[config.mk]
export PLATFORM = sky130hd
export DESIGN_NAME = mult_result_port
export DESIGN_NICKNAME = d
export VERILOG_FILES = /design/src/mult_cfg_pkg.sv /design/src/mult_ops_pkg.sv /design/src/mult_result_port.sv
export SDC_FILE = /design/constraint.sdc
export NUM_CORES = 1
export LEC_CHECK = 0
export ABC_AREA = 1
export BUFFER_PORTS_ARGS = -buffer_cell sky130_fd_sc_hd__buf_2
export CAP_MARGIN = 30
export CORE_ASPECT_RATIO = 1.75
export CORE_MARGIN = 4
export CORE_UTILIZATION = 44
export CTS_BUF_LIST = sky130_fd_sc_hd__clkbuf_2
export CTS_CLUSTER_SIZE = 30
export DETAILED_ROUTE_END_ITERATION = 16
export PLACE_DENSITY = 0.93
export SYNTH_ARGS = -nofsm -noshare
export SYNTH_HDL_FRONTEND = slang
export SYNTH_SLANG_ARGS = --single-unit
[constraint.sdc]
create_clock -name clock -period 4.5 [get_ports clock]
set_input_delay 0.9 -clock clock [delete_from_list [all_inputs] [get_ports clock]]
set_output_delay 0.9 -clock clock [all_outputs]
set_load 0.1 [all_outputs]
[src/mult_cfg_pkg.sv]
package mult_cfg_pkg;

  // Operand and product width
  localparam int data_width = 64;

  // Pipeline depth of the multiplier
  localparam int num_stages = 4;

  // Multiplier bits consumed per stage
  localparam int bits_per_stage = data_width / num_stages;

  // Tag widths
  localparam int rob_idx_width  = 5;   // 32 ROB entries
  localparam int preg_idx_width = 6;
  localparam int areg_idx_width = 5;

  // Immediate literal, zero-extended to data_width
  localparam int literal_width = 8;

endpackage

[src/mult_ops_pkg.sv]
package mult_ops_pkg;

  // Source of operand B
  typedef enum logic {
    opb_is_reg     = 1'b0,
    opb_is_literal = 1'b1
  } opb_select_t;

  // Entry is younger than the rollback point and within the rollback depth.
  // The age difference wraps modulo the ROB size, so a plain subtraction in
  // rob_idx_width bits gives the distance from the mispredicted entry.
  function automatic logic rob_is_squashed(
    input logic [mult_cfg_pkg::rob_idx_width-1:0] entry_idx,
    input logic [mult_cfg_pkg::rob_idx_width-1:0] rollback_idx,
    input logic [mult_cfg_pkg::rob_idx_width-1:0] rollback_depth
  );
    logic [mult_cfg_pkg::rob_idx_width-1:0] age_diff;
    logic                                   is_younger;
    logic                                   in_window;

    age_diff   = entry_idx - rollback_idx;
    is_younger = (age_diff != '0);   // Mispredicted entry itself survives
    in_window  = (age_diff <= rollback_depth);
    return is_younger && in_window;
  endfunction

endpackage

[src/mult_result_port.sv]
module mult_result_port (
  input  logic                                      clock,
  input  logic                                      reset,
  input  logic                                      cdb_grant,
  input  logic                                      in_valid,
  input  logic [mult_cfg_pkg::data_width-1:0]       in_product,
  input  logic [mult_cfg_pkg::areg_idx_width-1:0]   in_dest_reg,
  input  logic [mult_cfg_pkg::preg_idx_width-1:0]   in_dest_preg,
  input  logic [mult_cfg_pkg::rob_idx_width-1:0]    in_rob_idx,
  input  logic                                      rollback_en,
  input  logic [mult_cfg_pkg::rob_idx_width-1:0]    rollback_idx,
  input  logic [mult_cfg_pkg::rob_idx_width-1:0]    rollback_depth,
  output logic                                      advance,
  output logic                                      result_done,
  output logic [mult_cfg_pkg::data_width-1:0]       result_value,
  output logic [mult_cfg_pkg::areg_idx_width-1:0]   result_dest_reg,
  output logic [mult_cfg_pkg::preg_idx_width-1:0]   result_dest_preg,
  output logic [mult_cfg_pkg::rob_idx_width-1:0]    result_rob_idx
);

  logic [mult_cfg_pkg::rob_idx_width-1:0] held_rob_idx;
  logic                                   loaded_done;
  logic                                   squash;

  // Empty or being taken this cycle, so everything behind may move
  assign advance = !result_done || cdb_grant;

  assign held_rob_idx = advance ? in_rob_idx : result_rob_idx;
  assign loaded_done  = advance ? in_valid : result_done;

  // A result waiting for the bus can still be squashed
  assign squash = rollback_en &&
                  mult_ops_pkg::rob_is_squashed(held_rob_idx, rollback_idx, rollback_depth);

  always_ff @(posedge clock) begin
    if (reset) begin
      result_done <= 1'b0;
    end else begin
      result_done <= loaded_done && !squash;
    end
  end

  always_ff @(posedge clock) begin
    if (advance) begin
      result_value     <= in_product;
      result_dest_reg  <= in_dest_reg;
      result_dest_preg <= in_dest_preg;
      result_rob_idx   <= in_rob_idx;
    end
  end

endmodule

# Yosys cells after proc, flatten, opt, wreduce, memory -nomap -nowiden
# Cells that the tools add are included.
# classes
n_mux	2
order_cmp	1
addsub	1
n_reduce_logical	7
# op_table
cell	n
5-bit <= comparator	1
5-bit 2-to-1 mux	1
5-bit nonzero test	1
5-bit subtractor	1
1-bit logical AND	3
1-bit zero test	2
1-bit logical OR	1
1-bit 2-to-1 mux	1
# word_totals
in_bits	95
register_bits	81
elab_cells	16
out_inout_bits	82

# Depth between registers and ports, before layout
# logic_depth
depth_word	9
mapped_depth	20
mapped_depth_nobuf	20

# Least setup slack after synthesis
# Ideal clock, no wire load.
# synth_timing
path_kind	reg-to-reg
startpoint	register result_done
endpoint	register result_done
setup_slack_ns	0.256
path_buffers	0
required_ns	4.379
setup_time_ns	0.121
period_less_slack_ns	4.244
t_arrival_ns	4.124
path_stages_with_launch	19
cell_sequence	dfxtp_1 -> nand2_4 -> inv_1 -> or2_1 -> o21ai_0 -> ha_1 -> fa_1 -> inv_1 -> nand2_1 -> nand2_1 -> nand3_1 -> nand2_1 -> inv_1 -> ha_1 -> nand2_1 -> nor2_1 -> nand2_1 -> a21boi_0 -> a21oi_2
# synth_between
elab_chain_cells	9
elab_cells_between_ends	11
classes_between	add/sub (1); order compare (1); mux (2); reduce/logical (7)
# synth_rtl
item	line	text
start, declared	mult_result_port.sv:14	output logic result_done,
start signal, assigned	mult_result_port.sv:39	result_done <= loaded_done && !squash;
1-bit zero test *	mult_result_port.sv:26	assign advance = !result_done || cdb_grant;
1-bit logical OR *	mult_result_port.sv:26	
net advance	mult_result_port.sv:13	output logic advance,
5-bit 2-to-1 mux	--	
5-bit subtractor	mult_ops_pkg.sv:21	age_diff = entry_idx - rollback_idx;
5-bit <= comparator / 5-bit nonzero test (equally long branches)	mult_ops_pkg.sv:23, mult_ops_pkg.sv:22	
1-bit logical AND	mult_ops_pkg.sv:24	return is_younger && in_window;
1-bit logical AND	mult_result_port.sv:32	assign squash = rollback_en &&
1-bit zero test	mult_result_port.sv:39	
1-bit logical AND *	mult_result_port.sv:39	
# The timed path passes the listed nets; every way through them passes the cells marked *.
# A chain may end at the register's enable or synchronous reset.

# Worst setup path in the final report
# layout_timing
startpoint	input cdb_grant
endpoint	output advance
# layout_between
elab_chain_cells	1
# layout_rtl
item	line	text
start, declared	mult_result_port.sv:4	input logic cdb_grant,
1-bit logical OR	mult_result_port.sv:26	
end, declared	mult_result_port.sv:13	
# Every way passes these cells.

==> run metrics <==
outcome=complete, no violations; setup violators final=0; DR DRC count=0; Chip Height=114.6 um; Highest Clock Rate=a little under 0.3 GHz; Layout Nets=between 400 and 500; CTS max path bufs=2; largest family of logic cells by synthesized area=simple AND/OR/NAND/NOR gates; CTS sink count=81; biggest regs=result_value (64), result_dest_preg (6); Critical Path Fanout Max=57; sequential share of the synthesized area=~83%; fin cells=roughly 440; CP top delay family=buffers and inverters; Yosys reg bits=81; first-pass GRT wire length=9.563 mm; Cells after Synth=169; cts bufs inserted=9; per-cell routed wire length=roughly 16 um; Critical Path AT=2.53 ns; num ports=between 150 and 200; Rel. slew slack=55.68%; Post-CTS Resized=0; Synthesized Nets=approximately 270; Post-Place Cell Area=around 3800 um2; Routability Congestion=0.8089; Yosys Warn Count=0; Tightest Hold Check Type=reg2reg; type of destination of the critical path=primary output; First DRT Iteration DRCs=117; crit-path cells=buf_2, inv_1, nand2_4, buf_4, buf_2; Worst-Skew Late Latency=0.48 ns; Post-Synth Adder-Cell Area=around 4.6%; RSZ-0062 raised after global routing=false; Slowest cell on crit path=buf_4; Power Dens Cells=481.6 nW/um2; critical path class=in2out; actual slew at the worst max-slew pin=roughly 0.66 ns; Worst VDD drop=~0.22 mV; Post-Syn Area per Cell=approximately 17 um2; DP HPWL=~5.7 mm; Leak=slightly below 2 nW; Die X=slightly below 70 um; CTS tree=built; H-tree Lvls=3; CP dominant cell by count=buf_2; core area=roughly 6300 um2; Starting Density=between 40% and 50%; Synth Area in XOR/XNOR=less than 1%; row count=38; area growth from synthesis to layout=38.13%; WP buf/inv=4; synthesized area=~2900 um2; routed vias/inst=approximately 4.5; CP Launch Type=primary input; final wirelength=between 6 and 7 mm; compound-cell area share of the yosys netlist=under 10%; Inst Count DP=426; Synth Area in Simple Gates=~6.9%; Slew Limit Fails=0; grt ovf=0; TNS Setup=0 ns; Final min period=approximately 3.4 ns; Required @ worst endpoint=about 3.6 ns; GRT Total Usage=approximately 18%; finished layout cell area=between 3000 and 4000 um2; port buffer count=about 180; vias after detailed routing=2,012; Post-CTS Setup Inserts=0; slowest stage delay, CP=about 0.63 ns; mux cell area share after synthesis=0%; # Max-Cap Violations=0; die footprint=just under 8000 um2; distinct cell type count of the synthesized netlist=18; clock-pin slew on the worst setup and hold paths=approximately 0.20 ns; Hold Violations, Final=0; period utilization=roughly three quarters; clock skew=~0.021 ns; Largest register FFs=64; number of global-route vias before repair=about 2,100; largest net degree at the start of global routing=58; initial antenna violation count=1; layout cell share with drive strength beyond 1=roughly 53%; antenna-violating nets left=0; Hold Buf Count CTS=0; Min Hold Slack=just over 0.5 ns; Largest Register=result_value; clock root cell=clkbuf_2; DR pass1 iterations=4
## cells in the mapped netlist (all sizes together)
cell	instances	share of area, %
o21ai	2	0.35
or2	1	0.22
inv	26	3.4
nor2	2	0.26
nand3	10	1.8
nand3b	1	0.26
edfxtp	75	79
nand2	29	4.4
fa	1	0.70
dfxtp	6	4.2
xor2	1	0.31
o21bai	1	0.26
a21oi	4	0.83
ha	9	3.9
a21boi	1	0.26
## placed cells by master, fill, tap and decap left out, types with 2 or more instances in the layout
cell type and n:
inv_1 26, nand3_1 10, a21oi_1 3, dfxtp_1 6
clkinv_1 5, buf_2 176, clkbuf_2 10, edfxtp_1 75
nand2_4 2, o21ai_0 2, ha_1 9, nor2_1 2
nand2_1 26
## per-stage QoR
stage	util (%)	power (mW)	setup slack [ns]
global placement	61.28	1.570	0.8662
CTS	62.86	1.924	1.045
floorplan	-	1.463	0.2557
global route	62.90	1.988	0.9561
detailed placement	61.28	1.587	0.6318
finish	62.90	1.901	1.070
## cells by family (layout without fill, tap and decap cells)
group,after synthesis,in the layout
XOR/XNOR,1,1
AO/OA/AOI/OAI,8,8
buffers and inverters,26,219
other,0,1
AND/OR/NAND/NOR,43,43
flip-flops,81,81
adder cells (fa/ha/maj),10,10
## path summary, 6_finish.rpt
path	endpoint	cells after the start	startpoint	slack [ns]
setup / recovery	advance	5	cdb_grant	1.07
hold / removal	result_rob_idx[3]	2	result_rob_idx[3]	0.51
setup reg to reg	result_done	18	result_done	1.33
hold reg to reg	result_rob_idx[3]	2	result_rob_idx[3]	0.51
## power by group
group	switching, mW	leakage [nW]	internal [mW]
Combinational	0.554	1.04	0.101
Clock	0.213	0.0635	0.122
Sequential	0.0178	0.833	0.893
## routing by layer
metal	GRT usage [%]	vias to the layer above	wire, um	share of wire [%]
li1	-	970	-	-
met1	14.89	898	2102	30
met2	32.08	120	3805	55
met3	5.501	24	691	10
met4	12.24	0	307	4.4
met5	0	-	0	0
## tightest hold or removal path, cell delays in order (launching register included)
cell,delay (ns)
dfxtp_1,0.36
nand2_1,0.06
nand2_1,0.07
## final cells by class
type | instances | area [um2]
Clock buffer | 10 | 50.05
Fill cell | 496 | 2328
Antenna cell | 1 | 2.502
Multi-Input combinational cell | 62 | 387.9
Sequential cell | 81 | 2372
Timing Repair Buffer | 177 | 888.4
Clock inverter | 6 | 48.80
Tap cell | 80 | 100.1
Inverter | 26 | 97.59
(Power assumes the default switching activity.)
