File: config.mk
export PLATFORM = sky130hd
export DESIGN_NAME = mult_stage
export DESIGN_NICKNAME = d
export VERILOG_FILES = /design/src/mult_cfg_pkg.sv /design/src/mult_ops_pkg.sv /design/src/mult_stage.sv
export SDC_FILE = /design/constraint.sdc
export NUM_CORES = 2
export LEC_CHECK = 0
export ABC_AREA = 1
export BUFFER_PORTS_ARGS = -buffer_cell sky130_fd_sc_hd__buf_2
export CAP_MARGIN = 30
export CORE_ASPECT_RATIO = 1.1
export CORE_MARGIN = 2
export CORE_UTILIZATION = 45
export DETAILED_ROUTE_END_ITERATION = 16
export SETUP_SLACK_MARGIN = 0.5
export SKIP_CTS_REPAIR_TIMING = 1
export SKIP_LAST_GASP = 1
export SYNTH_ARGS = -nofsm -noshare
export SYNTH_HDL_FRONTEND = slang
export SYNTH_SLANG_ARGS = --single-unit
File: constraint.sdc
create_clock -name clock -period 13 [get_ports clock]
set_input_delay 0 -clock clock [delete_from_list [all_inputs] [get_ports clock]]
set_output_delay 0 -clock clock [all_outputs]
set_load 0.1 [all_outputs]
File: src/mult_cfg_pkg.sv
package mult_cfg_pkg;

  // Operand and product width
  localparam int data_width = 64;

  // Pipeline depth of the multiplier
  localparam int num_stages = 4;

  // Multiplier bits consumed per stage
  localparam int bits_per_stage = data_width / num_stages;

  // Tag widths
  localparam int rob_idx_width  = 5;   // 32 ROB entries
  localparam int preg_idx_width = 6;
  localparam int areg_idx_width = 5;

  // Immediate literal, zero-extended to data_width
  localparam int literal_width = 8;

endpackage

File: src/mult_ops_pkg.sv
package mult_ops_pkg;

  // Source of operand B
  typedef enum logic {
    opb_is_reg     = 1'b0,
    opb_is_literal = 1'b1
  } opb_select_t;

  // Entry is younger than the rollback point and within the rollback depth.
  // The age difference wraps modulo the ROB size, so a plain subtraction in
  // rob_idx_width bits gives the distance from the mispredicted entry.
  function automatic logic rob_is_squashed(
    input logic [mult_cfg_pkg::rob_idx_width-1:0] entry_idx,
    input logic [mult_cfg_pkg::rob_idx_width-1:0] rollback_idx,
    input logic [mult_cfg_pkg::rob_idx_width-1:0] rollback_depth
  );
    logic [mult_cfg_pkg::rob_idx_width-1:0] age_diff;
    logic                                   is_younger;
    logic                                   in_window;

    age_diff   = entry_idx - rollback_idx;
    is_younger = (age_diff != '0);   // Mispredicted entry itself survives
    in_window  = (age_diff <= rollback_depth);
    return is_younger && in_window;
  endfunction

endpackage

File: src/mult_stage.sv
module mult_stage (
  input  logic                                      clock,
  input  logic                                      reset,
  input  logic                                      advance,
  input  logic                                      in_valid,
  input  logic [mult_cfg_pkg::data_width-1:0]       in_product,
  input  logic [mult_cfg_pkg::data_width-1:0]       in_mplier,
  input  logic [mult_cfg_pkg::data_width-1:0]       in_mcand,
  input  logic [mult_cfg_pkg::areg_idx_width-1:0]   in_dest_reg,
  input  logic [mult_cfg_pkg::preg_idx_width-1:0]   in_dest_preg,
  input  logic [mult_cfg_pkg::rob_idx_width-1:0]    in_rob_idx,
  input  logic                                      rollback_en,
  input  logic [mult_cfg_pkg::rob_idx_width-1:0]    rollback_idx,
  input  logic [mult_cfg_pkg::rob_idx_width-1:0]    rollback_depth,
  output logic                                      out_valid,
  output logic [mult_cfg_pkg::data_width-1:0]       out_product,
  output logic [mult_cfg_pkg::data_width-1:0]       out_mplier,
  output logic [mult_cfg_pkg::data_width-1:0]       out_mcand,
  output logic [mult_cfg_pkg::areg_idx_width-1:0]   out_dest_reg,
  output logic [mult_cfg_pkg::preg_idx_width-1:0]   out_dest_preg,
  output logic [mult_cfg_pkg::rob_idx_width-1:0]    out_rob_idx
);

  logic [mult_cfg_pkg::data_width-1:0]    partial_product;
  logic [mult_cfg_pkg::data_width-1:0]    next_product;
  logic [mult_cfg_pkg::data_width-1:0]    next_mplier;
  logic [mult_cfg_pkg::data_width-1:0]    next_mcand;
  logic [mult_cfg_pkg::rob_idx_width-1:0] held_rob_idx;
  logic                                   loaded_valid;
  logic                                   squash;
  logic                                   next_valid;

  // Low slice of the multiplier times the shifted multiplicand
  assign partial_product = in_mplier[mult_cfg_pkg::bits_per_stage-1:0] * in_mcand;
  assign next_product    = in_product + partial_product;

  assign next_mplier = in_mplier >> mult_cfg_pkg::bits_per_stage;
  assign next_mcand  = in_mcand << mult_cfg_pkg::bits_per_stage;

  // Entry this stage holds after the edge, incoming or kept
  assign held_rob_idx = advance ? in_rob_idx : out_rob_idx;
  assign loaded_valid = advance ? in_valid : out_valid;

  assign squash = rollback_en &&
                  mult_ops_pkg::rob_is_squashed(held_rob_idx, rollback_idx, rollback_depth);

  assign next_valid = loaded_valid && !squash;

  always_ff @(posedge clock) begin
    if (reset) begin
      out_valid <= 1'b0;
    end else begin
      out_valid <= next_valid;
    end
  end

  // Payload moves only when the pipeline advances
  always_ff @(posedge clock) begin
    if (advance) begin
      out_product   <= next_product;
      out_mplier    <= next_mplier;
      out_mcand     <= next_mcand;
      out_dest_reg  <= in_dest_reg;
      out_dest_preg <= in_dest_preg;
      out_rob_idx   <= in_rob_idx;
    end
  end

endmodule

Word level (Yosys, flattened, before mapping)
Index checks and enable logic that the tools add are counted.

Flip-flop bits (word level): 177. Bits of input ports: 223. Output and inout port bits: 209. Logic and storage cells: 18.

Add/subtract/negate cells: 2. Multipliers: 1. Order comparisons: 1. Multiplexer cells: 2. Reduce and logical (&&, ||, !) cells: 5.

Operators by type and width (count): $add 64x64->64 (1); $mul 16x64->64 (1); $le 5x5->1 (1); $mux 5 (1); $reduce_bool 5->1 (1); $sub 5x5->5 (1); $logic_and 1x1->1 (3); $logic_not 1->1 (1); $mux 1 (1).

Depth between registers and ports, before layout
Depth after elaboration: 7. Depth in mapped cells: 29. Mapped depth without buffers: 27.

Worst setup path before layout
OpenSTA, ideal clock, no wires.

Kind: input to register. Start: input in_mplier[4] (netlist name). End: register out_product[62] (netlist name) (data pin). Setup time: 252 ps. Data arrival time: 5193 ps. Required time: 12748 ps. Setup slack: 7555 ps. Stages: 25. Path buffers: 3. Cell sequence: clkbuf_1 clkbuf_1 clkbuf_1 nand2_1 fa_1 inv_1 fa_1 inv_1 fa_1 inv_1 fa_1 fa_1 inv_1 fa_1 inv_1 ha_1 nand2_1 nor2_1 inv_1 nor2_1 inv_1 nor4_1 nand2_1 nand3_1 nand2_1.

Word-level cells in the longest chain between the ends: 2.

RTL lines: start: declaration (line mult_stage.sv:7) `input logic [mult_cfg_pkg::data_width-1:0] in_mplier,`; $mul 16x64->64 (line mult_stage.sv:34) `assign partial_product = in_mplier[mult_cfg_pkg::bits_per_stage-1:0] * in_mcand;`; $add 64x64->64 (line mult_stage.sv:35) `assign next_product = in_product + partial_product;`; named net next_product, one bit (line mult_stage.sv:25) `logic [mult_cfg_pkg::data_width-1:0] next_product;`; end signal: assignment (line mult_stage.sv:60) `out_product <= next_product;`; end: declaration (line mult_stage.sv:16) `output logic [mult_cfg_pkg::data_width-1:0] out_product,`.

The timed path passes the listed nets, and every way through them passes these cells. A chain may end at the register's enable or synchronous reset.

Final worst setup path
Start: input in_mcand[9] (netlist name). End: register out_product[35] (netlist name) (data pin).

Word-level cells in the longest chain between the ends: 2.

RTL lines: start: declaration (line mult_stage.sv:8) `input logic [mult_cfg_pkg::data_width-1:0] in_mcand,`; $mul 16x64->64 (line mult_stage.sv:34); $add 64x64->64 (line mult_stage.sv:35); named net next_product, one bit (line mult_stage.sv:25).

The timed path passes the listed nets, and every way through them passes these cells.

==> impl_metrics.csv <==
group,metric,value,unit
setup_path,path_class,"input pin to flip-flop",
timing,worstMarginPinSlew,1.029,ns
global_route,overflow,0,
die,die_h,305.1,µm
die,die_w,277.7,µm
clocking,root_buffer,"clkbuf_16",
yosys,ys_types,43,
timing,setup_viol,0,
timing,max_freq,159.7,MHz
routing,wire_per_inst,19.28,µm
timing,slew_violations,0,
final_layout,top_register,"out_product",
final_layout,largest_reg_flops,64,
final_layout,num-nets-final,6082,
routing,drtIter0Drc,1883,
yosys,syn_area,37080,µm²
yosys,yosys_warnings,0,
yosys,synth_top_family_by_area,"adder cells",
routing,via_per_inst,4.956,
routing,drt_wl_total,115900,µm
setup_path,critical-path-max-stage-delay,0.59,ns
timing,hold_ws,0.01623,ns
clocking,cts_max_level,4,
min_path,hold_path.class,"input pin to flip-flop",
global_route,grt_max_degree,65,
setup_path,endpoint_kind,"flip-flop",
yosys,async_flop_share,0,%
final_layout,layout-drive-gt1-share,10.25,%
setup_path,crit_top_cell,"fa_1",
die,io_pins,432,
clocking,clk_path_buf_depth,2,
yosys,synth.ff_latch_count,177,
yosys,synth-xor-area-share,1.016,%
clocking,cts_sinks,177,
die,start_util,45.36,%
setup_path,cp_max_fo,17,
yosys,synth_area_per_cell,8.065,µm²
yosys,synth_seq_area_share,14.17,%
setup_path,worstPathArrival,6.51,ns
global_route,antenna_found_initial,2,
yosys,synth_fa_ha_area_share,47.67,%
clocking,cts_tree,"built",
clocking,path_clk_slew,0.08,ns
setup_path,crit_path_start_kind,"input pin",
setup_path,crit_required,13.25,ns
global_route,grt_usage,28.29,%
yosys,synth_compound_gate_area_share,2.436,%
timing,fin_skew,0.005235,ns
die,dieArea,84720,µm²
die,rows,110,
routing,first_pass_iters,5,
yosys,synth_edf_count,171,
timing,final_hold_viol_count,0,
routing,ant_nets,0,
final_layout,largest_registers,"out_product x64, out_mcand x48, out_mplier x48",
setup_path,cp_cell_sequence,"dlygate4sd3_1, buf_2, nand2_1, fa_1, inv_1, fa_1, fa_1, fa_1, fa_1, inv_1, fa_1, inv_1, ha_1, nand2_1, nor2_2, nand2_1, a31oi_1, nor2_1, o21ai_1, xor2_1",
timing,rsz0062_at_grt,"false",
placed_design,port_buffers,399,
run,drv_cap,0,
global_route,grt_first_pass_wirelength,180800,µm
die,core_area,81750,µm²
final_layout,fin_util,50.62,%
run_status,outcome,"completed",
clocking,cts_made_buffers,17,
placed_design,gp_congestion,0.9614,
final_layout,syn_to_final_growth,11.59,%
timing,period_share,48.18,%
yosys,synth_cells,4598,
routing,drc,0,
yosys,ys.flop_type,"edfxtp_1",
global_route,grt_pass1_vias,31840,
final_layout,diodes,0,
timing,maxSlewHeadroom,31.43,%
timing,min_period,6.264,ns
clocking,clock_latency,0.51,ns
routing,via_count,29790,
timing,fin_tns_setup,0,ns
setup_path,cp_slowest_cell,"fa_1",
placed_design,dpl.hpwl,88540,µm
yosys,synthMuxAreaShare,0.02699,%
yosys,yosys.area_share.simple,16.96,%
## critical path: cells and delay by family
kind            cells  cell delay, ns
fa+ha+maj           7            3.57
simple gates        5            0.83
xor+xnor            1            0.42
buf+inv             5            1.13
compound gates      2            0.54
## worst paths after layout
| kind | from | end | cells after the start | slack [ns] |
|---|---|---|---|---|
| worst max register to register | out_rob_idx[0] | out_valid | 15 | 9.77 |
| worst min register to register | out_rob_idx[2] | out_rob_idx[2] | 2 | 0.49 |
| worst max-delay path | in_mcand[9] | out_product[35] | 20 | 6.74 |
| worst min-delay path | in_mcand[31] | out_mcand[47] | 1 | 0.02 |
## Yosys cell counts (2+ instances only)
library cell     n  area, µm²
buf_1           24      90.09
nor2_4           6      67.56
nor3_2           4      40.04
o21bai_2         2      22.52
xor2_1          35      306.5
clkbuf_1       170      638.1
nor3_1          11      55.05
dfxtp_1          6      120.1
nand2_2         10      62.56
ha_1           109       1364
inv_2           11      41.29
nand3b_1         2      15.01
buf_4           33      247.7
edfxtp_1       171       5135
o21ai_0         36      180.2
a21oi_2          4      35.03
o21a_1           2      15.01
nand2_1       1270       4767
nand4_1         19      118.9
a21o_1           5      37.54
a21boi_0         3      22.52
nor2_1         139      521.8
inv_1         1461       5484
xnor2_1          8      70.07
nor2_2          16      100.1
nand3_1         89      445.4
and3_1           3      18.77
fa_1           815      16320
buf_2           13      65.06
nor4_1           3      18.77
o21bai_1        12      90.09
o21ai_1         10      50.05
nand3_2          4      40.04
a31oi_1          2      12.51
a21oi_1         82      410.4
## kinds of logic after synthesis
kind of cell	Yosys count
buffers and inverters	1712
AND/OR/NAND/NOR	1579
other	1
flip-flops	177
multiplexers	1
adder cells (fa/ha/maj)	924
AO/OA/AOI/OAI	161
XOR/XNOR	43
## through the flow
step                      area, µm²  setup WS (ns)  instances
final                         41380          6.736       6012
after global routing          41380          6.576       6012
after CTS                     40270          6.948       5901
after detailed placement      39630          6.396       5869
after global placement        39630          6.357       5869
after floorplan               37200          7.555       4629
## layer usage
layer | track usage [%] | share of wire (%)
met1 | 33.08 | 38
met2 | 51.83 | 52
met3 | 3.220 | 5.3
met4 | 12.88 | 4.7
met5 | 0 | 0
## cell type report
type / count / area (µm²)
Inverter: 1472 / 5525
Clock inverter: 14 / 209.0
Sequential cell: 177 / 5255
Timing Repair Buffer: 527 / 3254
Multi-Input combinational cell: 2740 / 25380
Clock buffer: 18 / 429.2
Tap cell: 1064 / 1331
Fill cell: 8068 / 40370
## layout by cell type (no fill, tap or decap), types with 11 or more instances in the layout
master	instances
conb_1	32
o21ai_0	36
buf_2	394
clkbuf_16	17
nor2_2	16
nor3_1	11
nand4_1	19
o21bai_1	12
a21oi_1	82
nor2_1	139
ha_1	109
nand2_1	1270
nand3_1	89
inv_2	11
dlygate4sd3_1	111
buf_4	21
xor2_1	35
fa_1	815
edfxtp_1	171
inv_1	1461
Power is left out: the tool's default activity adds up to more than one toggle a clock period on the data nets, which glitch-free logic cannot reach.
